<file path="config.mk">
export PLATFORM = sky130hd
export DESIGN_NAME = eth_rx_tile
export DESIGN_NICKNAME = d
export VERILOG_FILES = /design/src/hw/eth_rx_tile_pkg.sv /design/src/hw/eth_rx_noc_in.sv /design/src/hw/eth_rx_tile.sv /design/src/hw/flit_fifo.sv /design/src/hw/mac_frame_merge.sv /design/src/hw/noc_msg_steer.sv
export VERILOG_INCLUDE_DIRS = /design/src /design/src/hw
export SDC_FILE = /design/constraint.sdc
export NUM_CORES = 1
export LEC_CHECK = 0
export BUFFER_PORTS_ARGS = -buffer_cell sky130_fd_sc_hd__buf_2
export CAP_MARGIN = 30
export CORE_ASPECT_RATIO = 1.2
export CORE_MARGIN = 10
export CORE_UTILIZATION = 50
export CTS_CLUSTER_DIAMETER = 150
export DETAILED_ROUTE_END_ITERATION = 8
export PLACE_DENSITY_LB_ADDON = 0.15
export SETUP_SLACK_MARGIN = 0.05
export SYNTH_ARGS = -nofsm -noshare
export SYNTH_HDL_FRONTEND = slang
export SYNTH_SLANG_ARGS = --single-unit
</file>
<file path="constraint.sdc">
create_clock -name clk -period 15.63 [get_ports clk]
set_clock_uncertainty 0.2 [all_clocks]
set_input_delay 3.126 -clock clk [delete_from_list [all_inputs] [get_ports clk]]
set_output_delay 3.126 -clock clk [all_outputs]
set_load 0.01 [all_outputs]
</file>
<file path="src/hw/eth_rx_tile_cfg.svh">
`ifndef ETH_RX_TILE_CFG_SVH
`define ETH_RX_TILE_CFG_SVH

// ~~~~~~~~~~~~~~~~~~~~~~~~~~~~~~~~~~~~~~~~
// NoC flit geometry
// ~~~~~~~~~~~~~~~~~~~~~~~~~~~~~~~~~~~~~~~~
`define NOC_DATA_WIDTH      64
`define NOC_DATA_BYTES      8
`define NOC_DATA_BYTES_W    3

// ~~~~~~~~~~~~~~~~~~~~~~~~~~~~~~~~~~~~~~~~
// MAC side and header fields
// ~~~~~~~~~~~~~~~~~~~~~~~~~~~~~~~~~~~~~~~~
`define MAC_INTERFACE_W     `NOC_DATA_WIDTH
`define MAC_PADBYTES_W      3
`define MTU_SIZE_W          14
`define MSG_LENGTH_WIDTH    8

// ~~~~~~~~~~~~~~~~~~~~~~~~~~~~~~~~~~~~~~~~
// lane structure
// ~~~~~~~~~~~~~~~~~~~~~~~~~~~~~~~~~~~~~~~~
`define RX_LANES            2
`define LANE_FIFO_DEPTH     8

`endif

</file>
<file path="src/hw/eth_rx_tile_pkg.sv">
`include "eth_rx_tile_cfg.svh"

package eth_rx_tile_pkg;

    // ~~~~~~~~~~~~~~~~~~~~~~~~~~~~~~~~~~~~~~~~
    // NoC header flit
    // ~~~~~~~~~~~~~~~~~~~~~~~~~~~~~~~~~~~~~~~~
    typedef struct packed {
        logic [`MSG_LENGTH_WIDTH-1:0] msg_len;   // data flits after the header.
        logic [7:0]                   msg_type;
    } noc_hdr_core_t;

    typedef struct packed {
        noc_hdr_core_t                                core;
        logic [`MTU_SIZE_W-1:0]                       frame_size; // frame length in bytes.
        logic [`NOC_DATA_WIDTH-16-`MTU_SIZE_W-1:0]    reserved;
    } eth_rx_hdr_flit;

    // ~~~~~~~~~~~~~~~~~~~~~~~~~~~~~~~~~~~~~~~~
    // lane FIFO entry
    // ~~~~~~~~~~~~~~~~~~~~~~~~~~~~~~~~~~~~~~~~
    typedef struct packed {
        logic [`NOC_DATA_WIDTH-1:0] data;
        logic                       is_hdr;
        logic                       msg_end;  // final data flit of the message.
    } lane_flit_t;

    // ~~~~~~~~~~~~~~~~~~~~~~~~~~~~~~~~~~~~~~~~
    // MAC beat
    // ~~~~~~~~~~~~~~~~~~~~~~~~~~~~~~~~~~~~~~~~
    typedef struct packed {
        logic [`MAC_INTERFACE_W-1:0] data;
        logic                        last;
        logic [`MAC_PADBYTES_W-1:0]  padbytes;   // only meaningful with last.
        logic [`MTU_SIZE_W-1:0]      frame_size;
    } mac_beat_t;

endpackage

</file>
<file path="src/hw/eth_rx_noc_in.sv">
`include "eth_rx_tile_cfg.svh"

module eth_rx_noc_in import eth_rx_tile_pkg::*; (
     input  logic       clk
    ,input  logic       rst

    ,input  logic       deq_val
    ,input  lane_flit_t deq_flit
    ,output logic       deq_rdy

    ,output logic       beat_val
    ,output mac_beat_t  beat
    ,input  logic       beat_rdy
);

    typedef enum logic {
        HDR  = 1'b0,
        DATA = 1'b1
    } state_e;

    state_e                       state_reg;
    state_e                       state_next;

    eth_rx_hdr_flit               hdr_cast;
    logic [`MTU_SIZE_W-1:0]       frame_size_reg;
    logic                         store_hdr;
    logic [`NOC_DATA_BYTES_W-1:0] tail_bytes;
    logic [`MAC_PADBYTES_W-1:0]   pad_bytes;

    assign hdr_cast = deq_flit.data;

    always_ff @(posedge clk) begin
        if (rst) begin
            state_reg <= HDR;
        end
        else begin
            state_reg <= state_next;
        end
    end

    always_ff @(posedge clk) begin
        if (store_hdr) begin
            frame_size_reg <= hdr_cast.frame_size;
        end
    end

    // ~~~~~~~~~~~~~~~~~~~~~~~~~~~~~~~~~~~~~~~~
    // beat fields
    // ~~~~~~~~~~~~~~~~~~~~~~~~~~~~~~~~~~~~~~~~
    assign tail_bytes = frame_size_reg[`NOC_DATA_BYTES_W-1:0];  // bytes used in the last flit.
    assign pad_bytes  = (tail_bytes == '0)
                        ? '0
                        : `MAC_PADBYTES_W'(`NOC_DATA_BYTES - tail_bytes);

    assign beat.data       = deq_flit.data;
    assign beat.last       = deq_flit.msg_end;
    assign beat.padbytes   = pad_bytes;
    assign beat.frame_size = frame_size_reg;

    // ~~~~~~~~~~~~~~~~~~~~~~~~~~~~~~~~~~~~~~~~
    // header and data FSM
    // ~~~~~~~~~~~~~~~~~~~~~~~~~~~~~~~~~~~~~~~~
    always_comb begin
        deq_rdy    = 1'b0;
        beat_val   = 1'b0;
        store_hdr  = 1'b0;
        state_next = state_reg;
        case (state_reg)
            HDR: begin
                deq_rdy = 1'b1;  // the header is consumed without waiting on the MAC.
                if (deq_val) begin
                    store_hdr  = 1'b1;
                    state_next = DATA;
                end
            end
            DATA: begin
                beat_val = deq_val;
                deq_rdy  = beat_rdy;
                if (deq_val && beat_rdy && deq_flit.msg_end) begin
                    state_next = HDR;
                end
            end
            default: begin
                state_next = HDR;
            end
        endcase
    end

    a_no_beat_in_hdr: assert property (@(posedge clk) disable iff (rst)
        (state_reg == HDR) |-> !beat_val);

    // the steer must have tagged the flit that opens every message.
    a_hdr_tagged: assert property (@(posedge clk) disable iff (rst)
        (state_reg == HDR && deq_val) |-> deq_flit.is_hdr);

endmodule

</file>
<file path="src/hw/eth_rx_tile.sv">
`include "eth_rx_tile_cfg.svh"

module eth_rx_tile import eth_rx_tile_pkg::*; (
     input  logic                       clk
    ,input  logic                       rst

    ,input  logic                       noc_in_val
    ,input  logic [`NOC_DATA_WIDTH-1:0] noc_in_data
    ,output logic                       noc_in_rdy

    ,output logic                       mac_val
    ,output mac_beat_t                  mac_beat
    ,input  logic                       mac_rdy
);

    logic [`RX_LANES-1:0] lane_full;
    logic [`RX_LANES-1:0] lane_push;
    lane_flit_t           lane_flit;

    logic [`RX_LANES-1:0] deq_val;
    logic [`RX_LANES-1:0] deq_rdy;
    lane_flit_t           deq_flit [`RX_LANES];

    logic [`RX_LANES-1:0] beat_val;
    logic [`RX_LANES-1:0] beat_rdy;
    mac_beat_t            beat [`RX_LANES];

    noc_msg_steer u_noc_msg_steer (
         .clk         (clk)
        ,.rst         (rst)
        ,.noc_in_val  (noc_in_val)
        ,.noc_in_data (noc_in_data)
        ,.noc_in_rdy  (noc_in_rdy)
        ,.lane_full   (lane_full)
        ,.lane_push   (lane_push)
        ,.lane_flit   (lane_flit)
    );

    // ~~~~~~~~~~~~~~~~~~~~~~~~~~~~~~~~~~~~~~~~
    // per-lane FIFO and deframer
    // ~~~~~~~~~~~~~~~~~~~~~~~~~~~~~~~~~~~~~~~~
    for (genvar i = 0; i < `RX_LANES; i++) begin : g_lane
        flit_fifo #(
            .DEPTH (`LANE_FIFO_DEPTH)
        ) u_flit_fifo (
             .clk       (clk)
            ,.rst       (rst)
            ,.push      (lane_push[i])
            ,.push_flit (lane_flit)  // the bus is shared and only the selected lane pushes.
            ,.full      (lane_full[i])
            ,.deq_val   (deq_val[i])
            ,.deq_flit  (deq_flit[i])
            ,.deq_rdy   (deq_rdy[i])
        );

        eth_rx_noc_in u_eth_rx_noc_in (
             .clk      (clk)
            ,.rst      (rst)
            ,.deq_val  (deq_val[i])
            ,.deq_flit (deq_flit[i])
            ,.deq_rdy  (deq_rdy[i])
            ,.beat_val (beat_val[i])
            ,.beat     (beat[i])
            ,.beat_rdy (beat_rdy[i])
        );
    end

    mac_frame_merge u_mac_frame_merge (
         .clk      (clk)
        ,.rst      (rst)
        ,.beat_val (beat_val)
        ,.beat     (beat)
        ,.beat_rdy (beat_rdy)
        ,.mac_val  (mac_val)
        ,.mac_beat (mac_beat)
        ,.mac_rdy  (mac_rdy)
    );

endmodule

</file>
<file path="src/hw/flit_fifo.sv">
`include "eth_rx_tile_cfg.svh"

module flit_fifo import eth_rx_tile_pkg::*; #(
    parameter int DEPTH = `LANE_FIFO_DEPTH
) (
     input  logic       clk
    ,input  logic       rst

    ,input  logic       push
    ,input  lane_flit_t push_flit
    ,output logic       full

    ,output logic       deq_val
    ,output lane_flit_t deq_flit
    ,input  logic       deq_rdy
);

    localparam int PTR_W = (DEPTH > 1) ? $clog2(DEPTH) : 1;
    localparam int CNT_W = $clog2(DEPTH + 1);

    lane_flit_t       mem [DEPTH];
    logic [PTR_W-1:0] wr_ptr;
    logic [PTR_W-1:0] rd_ptr;
    logic [CNT_W-1:0] count;
    logic             do_push;
    logic             do_pop;

    assign full    = (count == CNT_W'(DEPTH));
    assign deq_val = (count != '0);
    assign deq_flit = mem[rd_ptr];

    assign do_push = push & ~full;
    assign do_pop  = deq_val & deq_rdy;

    always_ff @(posedge clk) begin
        if (do_push) begin
            mem[wr_ptr] <= push_flit;
        end
    end

    // ~~~~~~~~~~~~~~~~~~~~~~~~~~~~~~~~~~~~~~~~
    // pointers and occupancy
    // ~~~~~~~~~~~~~~~~~~~~~~~~~~~~~~~~~~~~~~~~
    always_ff @(posedge clk) begin
        if (rst) begin
            wr_ptr <= '0;
            rd_ptr <= '0;
            count  <= '0;
        end
        else begin
            if (do_push) begin
                wr_ptr <= (wr_ptr == PTR_W'(DEPTH - 1)) ? '0 : wr_ptr + 1'b1;
            end
            if (do_pop) begin
                rd_ptr <= (rd_ptr == PTR_W'(DEPTH - 1)) ? '0 : rd_ptr + 1'b1;
            end
            case ({do_push, do_pop})
                2'b10:   count <= count + 1'b1;
                2'b01:   count <= count - 1'b1;
                default: count <= count;  // both or neither leaves the level alone.
            endcase
        end
    end

    a_push_not_full: assert property (@(posedge clk) disable iff (rst)
        push |-> !full);

endmodule

</file>
<file path="src/hw/mac_frame_merge.sv">
`include "eth_rx_tile_cfg.svh"

module mac_frame_merge import eth_rx_tile_pkg::*; (
     input  logic                 clk
    ,input  logic                 rst

    ,input  logic [`RX_LANES-1:0] beat_val
    ,input  mac_beat_t            beat [`RX_LANES]
    ,output logic [`RX_LANES-1:0] beat_rdy

    ,output logic                 mac_val
    ,output mac_beat_t            mac_beat
    ,input  logic                 mac_rdy
);

    localparam int LANE_W = (`RX_LANES > 1) ? $clog2(`RX_LANES) : 1;

    logic [LANE_W-1:0] grant;
    logic              frame_done;

    // ~~~~~~~~~~~~~~~~~~~~~~~~~~~~~~~~~~~~~~~~
    // output mux
    // ~~~~~~~~~~~~~~~~~~~~~~~~~~~~~~~~~~~~~~~~
    assign mac_val  = beat_val[grant];
    assign mac_beat = beat[grant];

    always_comb begin
        for (int i = 0; i < `RX_LANES; i++) begin
            beat_rdy[i] = mac_rdy && (grant == LANE_W'(i));
        end
    end

    assign frame_done = mac_val & mac_rdy & mac_beat.last;

    // ~~~~~~~~~~~~~~~~~~~~~~~~~~~~~~~~~~~~~~~~
    // grant rotation
    // ~~~~~~~~~~~~~~~~~~~~~~~~~~~~~~~~~~~~~~~~
    always_ff @(posedge clk) begin
        if (rst) begin
            grant <= '0;
        end
        else if (frame_done) begin
            // the grant follows the steer's cyclic order so frames leave as they came.
            grant <= (grant == LANE_W'(`RX_LANES - 1))
                     ? '0
                     : grant + 1'b1;
        end
    end

    a_grant_held: assert property (@(posedge clk) disable iff (rst)
        (mac_val && !mac_rdy) |=> $stable(grant));

    // a stalled beat stays offered until the MAC takes it.
    a_val_held: assert property (@(posedge clk) disable iff (rst)
        (mac_val && !mac_rdy) |=> mac_val && $stable(mac_beat));

endmodule

</file>
<file path="src/hw/noc_msg_steer.sv">
`include "eth_rx_tile_cfg.svh"

module noc_msg_steer import eth_rx_tile_pkg::*; (
     input  logic                          clk
    ,input  logic                          rst

    ,input  logic                          noc_in_val
    ,input  logic [`NOC_DATA_WIDTH-1:0]    noc_in_data
    ,output logic                          noc_in_rdy

    ,input  logic [`RX_LANES-1:0]          lane_full
    ,output logic [`RX_LANES-1:0]          lane_push
    ,output lane_flit_t                    lane_flit
);

    localparam int LANE_W = (`RX_LANES > 1) ? $clog2(`RX_LANES) : 1;

    eth_rx_hdr_flit               hdr_cast;
    logic                         in_hdr;
    logic [`MSG_LENGTH_WIDTH-1:0] remain;
    logic [LANE_W-1:0]            lane_sel;
    logic                         accept;
    logic                         at_end;

    assign hdr_cast = noc_in_data;

    assign noc_in_rdy = ~lane_full[lane_sel];  // only the targeted lane matters.
    assign accept     = noc_in_val & noc_in_rdy;
    assign at_end     = ~in_hdr && (remain == `MSG_LENGTH_WIDTH'(1));

    assign lane_flit.data    = noc_in_data;
    assign lane_flit.is_hdr  = in_hdr;
    assign lane_flit.msg_end = at_end;

    always_comb begin
        for (int i = 0; i < `RX_LANES; i++) begin
            lane_push[i] = accept && (lane_sel == LANE_W'(i));
        end
    end

    // ~~~~~~~~~~~~~~~~~~~~~~~~~~~~~~~~~~~~~~~~
    // message tracking and lane rotation
    // ~~~~~~~~~~~~~~~~~~~~~~~~~~~~~~~~~~~~~~~~
    always_ff @(posedge clk) begin
        if (rst) begin
            in_hdr   <= 1'b1;
            remain   <= '0;
            lane_sel <= '0;
        end
        else if (accept) begin
            if (in_hdr) begin
                in_hdr <= 1'b0;
                remain <= hdr_cast.core.msg_len;  // msg_len is at least one.
            end
            else begin
                remain <= remain - 1'b1;
                if (at_end) begin
                    in_hdr   <= 1'b1;
                    lane_sel <= (lane_sel == LANE_W'(`RX_LANES - 1))
                                ? '0
                                : lane_sel + 1'b1;  // whole messages go round-robin.
                end
            end
        end
    end

    a_no_push_full: assert property (@(posedge clk) disable iff (rst)
        (lane_push & lane_full) == '0);

endmodule

</file>
==> impl_metrics.env, run 1 <==
export IMPL_status="complete, no violations"
export IMPL_ctsHtreeMaxLevel=3
export IMPL_antenna_left=0
export IMPL_via_count=19905
export IMPL_finalSetupTns_ps=0
export IMPL_reg2reg_depth=4
export IMPL_swShare_pct=26.01
export IMPL_clockBufferDepth=3
export IMPL_r2r_end="g_lane[0].u_eth_rx_noc_in.frame_size_reg[8]"
export IMPL_crit_end="mac_beat[45]"
export IMPL_syn_num_nets=2045
export IMPL_period_share_pct=49.02
export IMPL_dp_cells=3186
export IMPL_ys_types=43
export IMPL_critical_path_buf_inv_count=3
export IMPL_cp_data_arrival_time_ps=4340
export IMPL_row_count=117
export IMPL_drcViolationCount=0
export IMPL_slew_viol_final=0
export IMPL_synthArstFlopShare_pct=0
export IMPL_start_util_pct=50.36
export IMPL_seq_area_frac_synth_pct=76.96
export IMPL_fp_dieW_um=286.7
export IMPL_largest_reg_flops=1040
export IMPL_drtIter0Drc=1800
export IMPL_hold_viol_final=0
export IMPL_power_per_cell_area_mw_per_mm2=152.5
export IMPL_antenna_found_initial=10
export IMPL_clockRootBuffer="clkbuf_16"
export IMPL_path_depth=7
export IMPL_dp_slack_ps=8545
export IMPL_cts_tree="done"
export IMPL_crit_family="buffers and inverters"
export IMPL_grt_overflow_total=0
export IMPL_fmax_mhz=130.5
export IMPL_routed_wl_mm=93.40
export IMPL_post_cts_buffers=0
export IMPL_crit_path_max_fanout=40
export IMPL_p_leak_nw=15.04
export IMPL_fin_nets=2253
export IMPL_internal_power_w=0.005446
export IMPL_io_pins=152
export IMPL_firstDrtPassIters=7
export IMPL_core_mm2=0.08476
export IMPL_hpwl_mm=50.44
export IMPL_slew_headroom_pct=33.27
export IMPL_clockPowerShare_pct=32.4
export IMPL_postLayoutCellArea_mm2=0.04828
export IMPL_worst_ir_drop_vdd_mv=0.08340
export IMPL_dieArea_mm2=0.09751
export IMPL_p_comb_share_pct=19.6
export IMPL_syn2layout_area_growth_pct=13.09
export IMPL_p_seq_share_pct=48.0
export IMPL_cp_start_kind="flop"
export IMPL_ff2ff_setup_slack_ps=11940
export IMPL_ctsHoldBuffers=0
export IMPL_worst_pin_slew_ps=1001
export IMPL_synth_edf_count=1068
export IMPL_first_global_vias=21314
export IMPL_maxCapViolCount=0
export IMPL_post_synth_inst_count=1957
export IMPL_cts_sink_count=1107
export IMPL_cts_resized=0
export IMPL_dpl_cell_area_mm2=0.04502
export IMPL_path_class="flop to primary output"
export IMPL_syn_area_mm2=0.04269
export IMPL_ys_ff_latch=1107
export IMPL_path_clk_slew_ps=60
export IMPL_power_switching_w=0.001914
export IMPL_numCtsBuffers=104
export IMPL_viasPerCell=5.884
export IMPL_finalWorstSetupSlack_ps=7968
export IMPL_clk_latency_ps=670
export IMPL_required_ps=12300
export IMPL_cp_common_cell="buf_4"
export IMPL_min_path_type="flop to flop"
export IMPL_wl_per_cell_um=27.61
export IMPL_worst_path_largest_cell_delay_ps=810
export IMPL_io_buffers=151
export IMPL_rsz0062_at_grt="false"
export IMPL_grt_pass1_wl_mm=139.0
export IMPL_grt_use_total_pct=19.25
export IMPL_ys_warnings_count=0
export IMPL_die_h_um=340.1
export IMPL_period_minus_slack_ps=7662
export IMPL_cp_slowest_cell="dfxtp_4"
export IMPL_grt_max_degree=68
export IMPL_syn_area_per_cell_um2=21.81
export IMPL_endpoint_kind="primary output"
export IMPL_crit_chain="buf_4 -> buf_4 -> mux4_2 -> nor2b_1 -> a211oi_1 -> a21oi_1 -> buf_2"
export IMPL_ys_flop_type="edfxtp_1"
export IMPL_gp_congestion=0.7257
export IMPL_fin_cells=3383
export IMPL_setup_viol=0
export IMPL_drive_gt1_share_pct=30.80
layer usage:
| metal | vias to the layer above | GRT usage [%] | routed length [um] |
|---|---|---|---|
| met2 | 505 | 32.91 | 48320 |
| li1 | 8607 | - | - |
| met4 | 8 | 5.667 | 1905 |
| met5 | - | 0 | 60 |
| met1 | 10657 | 25.22 | 38340 |
| met3 | 128 | 3.113 | 4774 |
how the worst min path moves through the flow:
stage | start | to | slack (ps) | cells after the start
finish | g_lane[1].u_flit_fifo.rd_ptr[1] | flop | 290 | 2
global route | g_lane[0].u_flit_fifo.rd_ptr[1] | flop | 330 | 2
CTS | g_lane[1].u_flit_fifo.rd_ptr[1] | flop | 290 | 2
detailed placement | g_lane[1].u_flit_fifo.rd_ptr[1] | flop | 280 | 2
global placement | g_lane[0].u_flit_fifo.rd_ptr[1] | flop | 270 | 2
floorplan | u_noc_msg_steer.remain[6] | u_noc_msg_steer.remain[6] | 260 | 2
synth_stat cells (7+ instances only):
master / n / area (um2)
edfxtp_1: 1068 / 32070
mux4_2: 260 / 5856
a21oi_1: 81 / 405.4
mux2i_1: 60 / 600.6
mux2_2: 57 / 641.9
nor2b_1: 56 / 350.3
a211oi_1: 52 / 390.4
clkbuf_1: 48 / 180.2
buf_2: 40 / 200.2
dfxtp_1: 39 / 780.8
nor2_1: 31 / 116.4
nand2_1: 28 / 105.1
ha_1: 20 / 250.2
o21ai_0: 18 / 90.09
inv_1: 12 / 45.04
buf_1: 9 / 33.78
nor3_1: 8 / 40.04
nand3b_1: 7 / 52.55
metrics by stage:
stage / util (%) / total power, W / hold WS (ps)
2_1_floorplan: - / 0.004569 / 261.0
3_3_place_gp: 52.90 / 0.005046 / 270.3
3_5_place_dp: 53.12 / 0.005078 / 279.3
4_1_cts: 56.87 / 0.007459 / 290.5
5_1_grt: 56.94 / 0.007683 / 332.7
6_report: 56.96 / 0.007360 / 287.1
power groups by stage:
| stage | combinational, W | clock [W] | sequential [W] |
|---|---|---|---|
| global placement | 0.00145 | 0 | 0.00360 |
| detailed placement | 0.00148 | 0 | 0.00360 |
| floorplan | 0.00105 | 0 | 0.00352 |
| CTS | 0.00148 | 0.00244 | 0.00354 |
| global route | 0.00158 | 0.00255 | 0.00355 |
| finish | 0.00144 | 0.00238 | 0.00353 |
cells in the final DEF, fill, tap and decap left out, types with 3 or more instances in the layout:
cell type and count:
clkbuf_1 21, dfxtp_4 7, a21oi_1 81, mux2_2 57, mux2i_1 60, dfxtp_1 32
nand2_1 28, nor3_2 6, nor3b_1 3, clkinv_2 23, edfxtp_1 1068, diode_2 6
clkinvlp_4 4, a211oi_1 52, xor2_1 6, clkbuf_16 106, nor2b_1 56, nor2_1 27
o21ai_0 18, buf_16 7, buf_2 151, mux4_2 260, or3_1 6, nand2b_1 6
or4_1 3, nand3b_1 7, clkinv_1 26, nor4_1 3, bufinv_16 6, buf_4 45
nor2_4 4, inv_1 12, ha_1 20
area by class of cell:
| class | instances | area, um2 |
|---|---|---|
| Antenna cell | 6 | 15.01 |
| Clock buffer | 127 | 2731 |
| Clock inverter | 61 | 452.9 |
| Fill cell | 6289 | 36490 |
| Inverter | 14 | 52.55 |
| Multi-Input combinational cell | 733 | 9405 |
| Sequential cell | 1107 | 32880 |
| Tap cell | 1130 | 1414 |
| Timing Repair Buffer | 205 | 1326 |
logic make-up (layout without fill, tap and decap cells):
family,Yosys count,after routing,share of synthesized area [%]
xor+xnor,6,6,0.1231
mux,377,377,16.63
other cells,0,6,0
fa+ha+maj,20,20,0.5862
flops,1107,1107,76.96
buf+inv,117,407,1.234
compound gates,162,162,2.292
simple gates,168,168,2.181
worst register-to-register path, cell delays in order (launching register included):
cell and delay, ps:
dfxtp_4 810, buf_4 790, buf_4 730, mux4_2 590
mux2_2 300
No activity file was read; power rests on OpenSTA's default activity.
==> run 2: changes to the inputs <==
clock period = 7.8 ns   (was 15.63 ns; I/O delays follow)
==> run 2 against run 1 <==
  * Total power increased by 100%
  * Design area about the same
  * Non-clock buffer count fell by 3
  * Largest power group unchanged
  * Utilization hardly changed
  * Setup slack got worse by 5500 ps
  * Critical endpoint is now mac_beat[33]
  * Via count is 0.78% higher
  * Sequential cell count stayed put
  * First-iteration DRC count decreased by 11%
  * Critical path type unchanged
==> impl_metrics.env, run 2 (synthesis gave the netlist of run 1 again) <==
export IMPL_period_minus_slack_ps=5287
export IMPL_worst_path_largest_cell_delay_ps=680
export IMPL_hpwl_mm=50.22
export IMPL_slew_viol_final=0
export IMPL_endpoint_kind="primary output"
export IMPL_ff2ff_setup_slack_ps=3850
export IMPL_crit_chain="buf_4 -> mux4_2 -> nor2b_1 -> a211oi_1 -> a21oi_1 -> buf_2"
export IMPL_setup_viol=0
export IMPL_final_cell_mix="edfxtp_1, mux4_2, buf_2, clkbuf_16, a21oi_1"
export IMPL_min_path_type="flop to flop"
export IMPL_power_per_cell_area_mw_per_mm2=308.5
export IMPL_finalWorstSetupSlack_ps=2513
export IMPL_io_buffers=151
export IMPL_dpl_cell_area_mm2=0.04492
export IMPL_postLayoutCellArea_mm2=0.04830
export IMPL_grt_max_degree=66
export IMPL_wl_per_cell_um=27.39
export IMPL_reg2reg_depth=10
export IMPL_row_count=117
export IMPL_min_path_cells=2
export IMPL_cts_tree="done"
export IMPL_worst_pin_slew_ps=969.2
export IMPL_syn2layout_area_growth_pct=13.15
export IMPL_die_h_um=340.1
export IMPL_status="complete, no violations"
export IMPL_drive_gt1_share_pct=30.69
export IMPL_cts_sink_count=1107
export IMPL_cp_start_kind="flop"
export IMPL_maxCapViolCount=0
export IMPL_crit_path_max_fanout=33
export IMPL_multi_input_area_mm2=0.009440
export IMPL_dieArea_mm2=0.09751
export IMPL_via_count=20061
export IMPL_antenna_left=0
export IMPL_antenna_found_initial=13
export IMPL_finalSetupTns_ps=0
export IMPL_io_pins=152
export IMPL_fin_nets=2254
export IMPL_routed_wl_mm=93.00
export IMPL_clk_latency_ps=670
export IMPL_first_global_vias=21398
export IMPL_grt_overflow_total=0
export IMPL_clockBufferDepth=3
export IMPL_regArea_mm2=0.03288
export IMPL_core_mm2=0.08476
export IMPL_dp_slack_ps=3027
export IMPL_drcViolationCount=0
export IMPL_ctsHoldBuffers=0
export IMPL_worst_ir_drop_vdd_mv=0.1810
export IMPL_post_cts_buffers=0
export IMPL_grt_use_total_pct=19.16
export IMPL_gp_congestion=0.7151
export IMPL_path_class="flop to primary output"
export IMPL_start_util_pct=50.36
export IMPL_grt_pass1_wl_mm=139.5
export IMPL_cts_resized=0
export IMPL_clockRootBuffer="clkbuf_16"
export IMPL_firstDrtPassIters=5
export IMPL_p_leak_nw=15.05
export IMPL_fmax_mhz=189.1
export IMPL_period_share_pct=67.79
export IMPL_fillers=6260
export IMPL_largest_reg_flops=1040
export IMPL_cp_data_arrival_time_ps=3530
export IMPL_path_clk_slew_ps=60
export IMPL_viasPerCell=5.909
export IMPL_numCtsBuffers=108
export IMPL_hold_viol_final=0
export IMPL_drtIter0Drc=1601
export IMPL_final_common_cell="edfxtp_1"
export IMPL_ctsHtreeMaxLevel=3
export IMPL_fp_dieW_um=286.7
export IMPL_rsz0062_at_grt="false"
export IMPL_cp_slowest_cell="dfxtp_4"
export IMPL_slew_headroom_pct=35.39
export IMPL_required_ps=6040
-- run 2: where the power goes --
part / internal, W / leakage (nW) / switching, W
sequential: 0.00684 / 9.99 / 0.000242
combinational: 0.00140 / 3.44 / 0.00151
clock: 0.00275 / 1.62 / 0.00215
-- run 2: worst max-delay path: cells and delay by family (launching register included) --
family,cells,cell delay [ps]
and+or+nand+nor,1,140
muxes,1,590
buffers and inverters,2,860
DFF,1,680
AOI/OAI and AO/OA,2,580
-- run 2: path summary, 6_finish.rpt --
kind                                           startpoint                              to
worst min register to register  u_noc_msg_steer.remain[6]       u_noc_msg_steer.remain[6]
worst max register to register    u_mac_frame_merge.grant  g_lane[1].u_flit_fifo.count[2]
worst max-delay path                                 flop                    mac_beat[33]
worst min-delay path            u_noc_msg_steer.remain[6]       u_noc_msg_steer.remain[6]
-- run 2: per-stage QoR --
stage	utilization [%]	instances	total power [W]	hold WS [ps]
final	56.99	3395	0.01490	291.6
after global routing	56.98	3393	0.01555	313.0
after CTS	56.92	3386	0.01508	293.0
after detailed placement	53.00	3184	0.01018	276.4
after global placement	53.00	3184	0.01014	271.5
after floorplan	-	1957	0.009150	261.0
-- run 2: final cells by class --
| class | count | share of cell area [%] |
|---|---|---|
| clock inverter | 62 | 0.8730 |
| tap | 1130 | 2.927 |
| clock buffer | 140 | 6.018 |
| antenna | 7 | 0.03627 |
| sequential | 1107 | 68.07 |
| multi-input combinational | 733 | 19.54 |
| inverter | 14 | 0.1088 |
| timing repair buffer | 202 | 2.425 |
-- run 2: per-layer routing --
layer	global-route usage (%)	wire length, um
met5	0	47
met4	5.590	1710
met3	2.873	5140
met2	31.99	47370
met1	26.00	38730
==> run 3: changes to the inputs <==
ABC_AREA = 1   (was default)
clock period = 4.9 ns   (was 7.8 ns; I/O delays follow)
==> run 3 against run 2 <==
  * Global-route usage is 2.6 points higher
  * Synthesized cell count is 78% higher
  * First-iteration DRC count is 41% higher
  * Final cell count is 42% higher
  * Critical path depth stayed put
  * Sequential share of layout area is 1.4 points lower
  * Design area is 2.0% higher
  * Critical path type unchanged
  * Largest power group unchanged
==> impl_metrics.env, run 3 <==
export IMPL_clockBufferDepth=3
export IMPL_crit_path_max_fanout=172
export IMPL_via_count=27916
export IMPL_die_h_um=345.3
export IMPL_final_core_util_pct=56.20
export IMPL_period_share_pct=89.27
export IMPL_syn_num_nets=3576
export IMPL_synth_top_area_share_pct=72.73
export IMPL_cp_start_kind="flop"
export IMPL_path_class="flop to primary output"
export IMPL_status="complete, no violations"
export IMPL_min_path_type="flop to flop"
export IMPL_hold_slack_ps=277.2
export IMPL_cts_sink_count=1107
export IMPL_fp_dieW_um=291.1
export IMPL_fmax_mhz=228.6
export IMPL_dieArea_mm2=0.1005
export IMPL_hp_start="u_noc_msg_steer.remain[3]"
export IMPL_numCtsBuffers=108
export IMPL_largest_reg_flops=1040
export IMPL_maxCapViolCount=0
export IMPL_drive_gt1_share_pct=10.60
export IMPL_cp_data_arrival_time_ps=3190
export IMPL_ys_ff_latch=1107
export IMPL_syn2layout_area_growth_pct=11.78
export IMPL_syn_area_per_cell_um2=12.64
export IMPL_period_minus_slack_ps=4374
export IMPL_core_mm2=0.08770
export IMPL_first_global_vias=27424
export IMPL_synthTopCellsByArea="edfxtp_1, nor2_1, o21ai_0"
export IMPL_clk_latency_ps=680
export IMPL_ys_types=29
export IMPL_cts_resized=0
export IMPL_synth_largest_area_cell="edfxtp_1"
export IMPL_row_count=119
export IMPL_grt_pass1_wl_mm=169.2
export IMPL_cts_tree="done"
export IMPL_ys_flop_type="edfxtp_1"
export IMPL_antenna_found_initial=12
export IMPL_start_util_pct=50.28
export IMPL_hold_viol_final=0
export IMPL_worst_pin_slew_ps=1137
export IMPL_endpoint_kind="primary output"
export IMPL_grt_overflow_total=0
export IMPL_io_buffers=151
export IMPL_drtIter0Drc=2258
export IMPL_gp_congestion=0.7902
export IMPL_syn_area_mm2=0.04409
export IMPL_r2r_start="u_mac_frame_merge.grant"
export IMPL_drcViolationCount=0
export IMPL_grtUsageMet3_pct=3.425
export IMPL_power_per_cell_area_mw_per_mm2=538.0
export IMPL_grt_use_total_pct=21.74
export IMPL_grt_busiest_layer="met2"
export IMPL_grt_max_degree=185
export IMPL_ys_warnings_count=0
export IMPL_required_ps=3720
export IMPL_use_met2_pct=37.80
export IMPL_synth_common_cells="edfxtp_1, nor2_1, o21ai_0"
export IMPL_wl_per_cell_um=23.24
export IMPL_ctsHtreeMaxLevel=3
export IMPL_synthArstFlopShare_pct=0
export IMPL_worst_ir_drop_vdd_mv=0.3803
export IMPL_p_leak_nw=16.67
export IMPL_clockRootBuffer="clkbuf_16"
export IMPL_synth_edf_count=1068
export IMPL_slew_viol_final=0
export IMPL_post_synth_inst_count=3488
export IMPL_setup_viol=0
export IMPL_viasPerCell=5.787
export IMPL_ctsHoldBuffers=0
export IMPL_final_cell_mix="edfxtp_1, nor2_1, o21ai_0, nand2_1, o211ai_1"
export IMPL_fin_nets=3674
export IMPL_io_pins=152
export IMPL_rsz0062_at_grt="false"
export IMPL_final_common_cell="edfxtp_1"
export IMPL_routed_wl_mm=112.1
export IMPL_path_clk_slew_ps=60
export IMPL_firstDrtPassIters=6
export IMPL_antenna_left=0
export IMPL_post_cts_buffers=0
export IMPL_met1_usage_pct=27.69
export IMPL_slew_headroom_pct=24.22
export IMPL_seq_area_frac_synth_pct=74.50
export IMPL_yosysMostFrequentCell="edfxtp_1"
export IMPL_hpwl_mm=59.80
[run 3: worst paths after layout]
check                                        end  slack (ps)  depth (start not counted)
hold / removal         u_noc_msg_steer.remain[3]         280                          2
setup reg to reg  g_lane[1].u_flit_fifo.count[2]        1310                         13
hold reg to reg        u_noc_msg_steer.remain[3]         280                          2
setup / recovery                    mac_beat[81]         530                          6
[run 3: final cells by class]
class | count | area [um2]
inverter | 71 | 289.0
antenna | 4 | 10.01
tap | 1149 | 1438
timing repair buffer | 209 | 1374
multi-input combinational | 2089 | 9932
clock inverter | 52 | 439.2
fill | 7080 | 38410
clock buffer | 143 | 2928
sequential | 1107 | 32880
[run 3: routing by layer]
layer | wire, um | up-vias
li1 | - | 12844
met1 | 45610 | 14005
met2 | 57170 | 884
met3 | 6783 | 181
met4 | 2528 | 2
met5 | 18 | -
[run 3: logic make-up after synthesis]
| kind of cell | Yosys count | share of synthesized area, % |
|---|---|---|
| adder cells (fa/ha/maj) | 20 | 0.5675 |
| XOR/XNOR | 2 | 0.03973 |
| AND/OR/NAND/NOR | 1217 | 10.75 |
| AO/OA/AOI/OAI | 850 | 10.90 |
| buffers and inverters | 292 | 3.243 |
| flip-flops | 1107 | 74.50 |
[run 3: worst max-delay path: stages, from the launching register on]
cell and delay (ps):
dfxtp_4 650, buf_12 420, o21ai_0 250, o211ai_1 250, nand3_1 130, nand2_1 180
buf_2 160
[run 3: stage by stage]
stage	total power, W	area [um2]	setup WS, ps	TNS [ps]	cells
finish	0.02652	49290	525.8	0	4824
global route	0.02789	49280	435.8	0	4822
CTS	0.02675	49280	592.5	0	4820
floorplan	0.01624	44090	-35.04	-18150	3488
detailed placement	0.01884	45910	1312	0	4625
global placement	0.01863	45880	1359	0	4624
[run 3: where the power goes]
part | leakage [nW] | internal (W) | switching (W)
registers | 10.0 | 0.0110 | 0.000374
clock network | 1.65 | 0.00455 | 0.00341
logic | 5.03 | 0.00216 | 0.00504
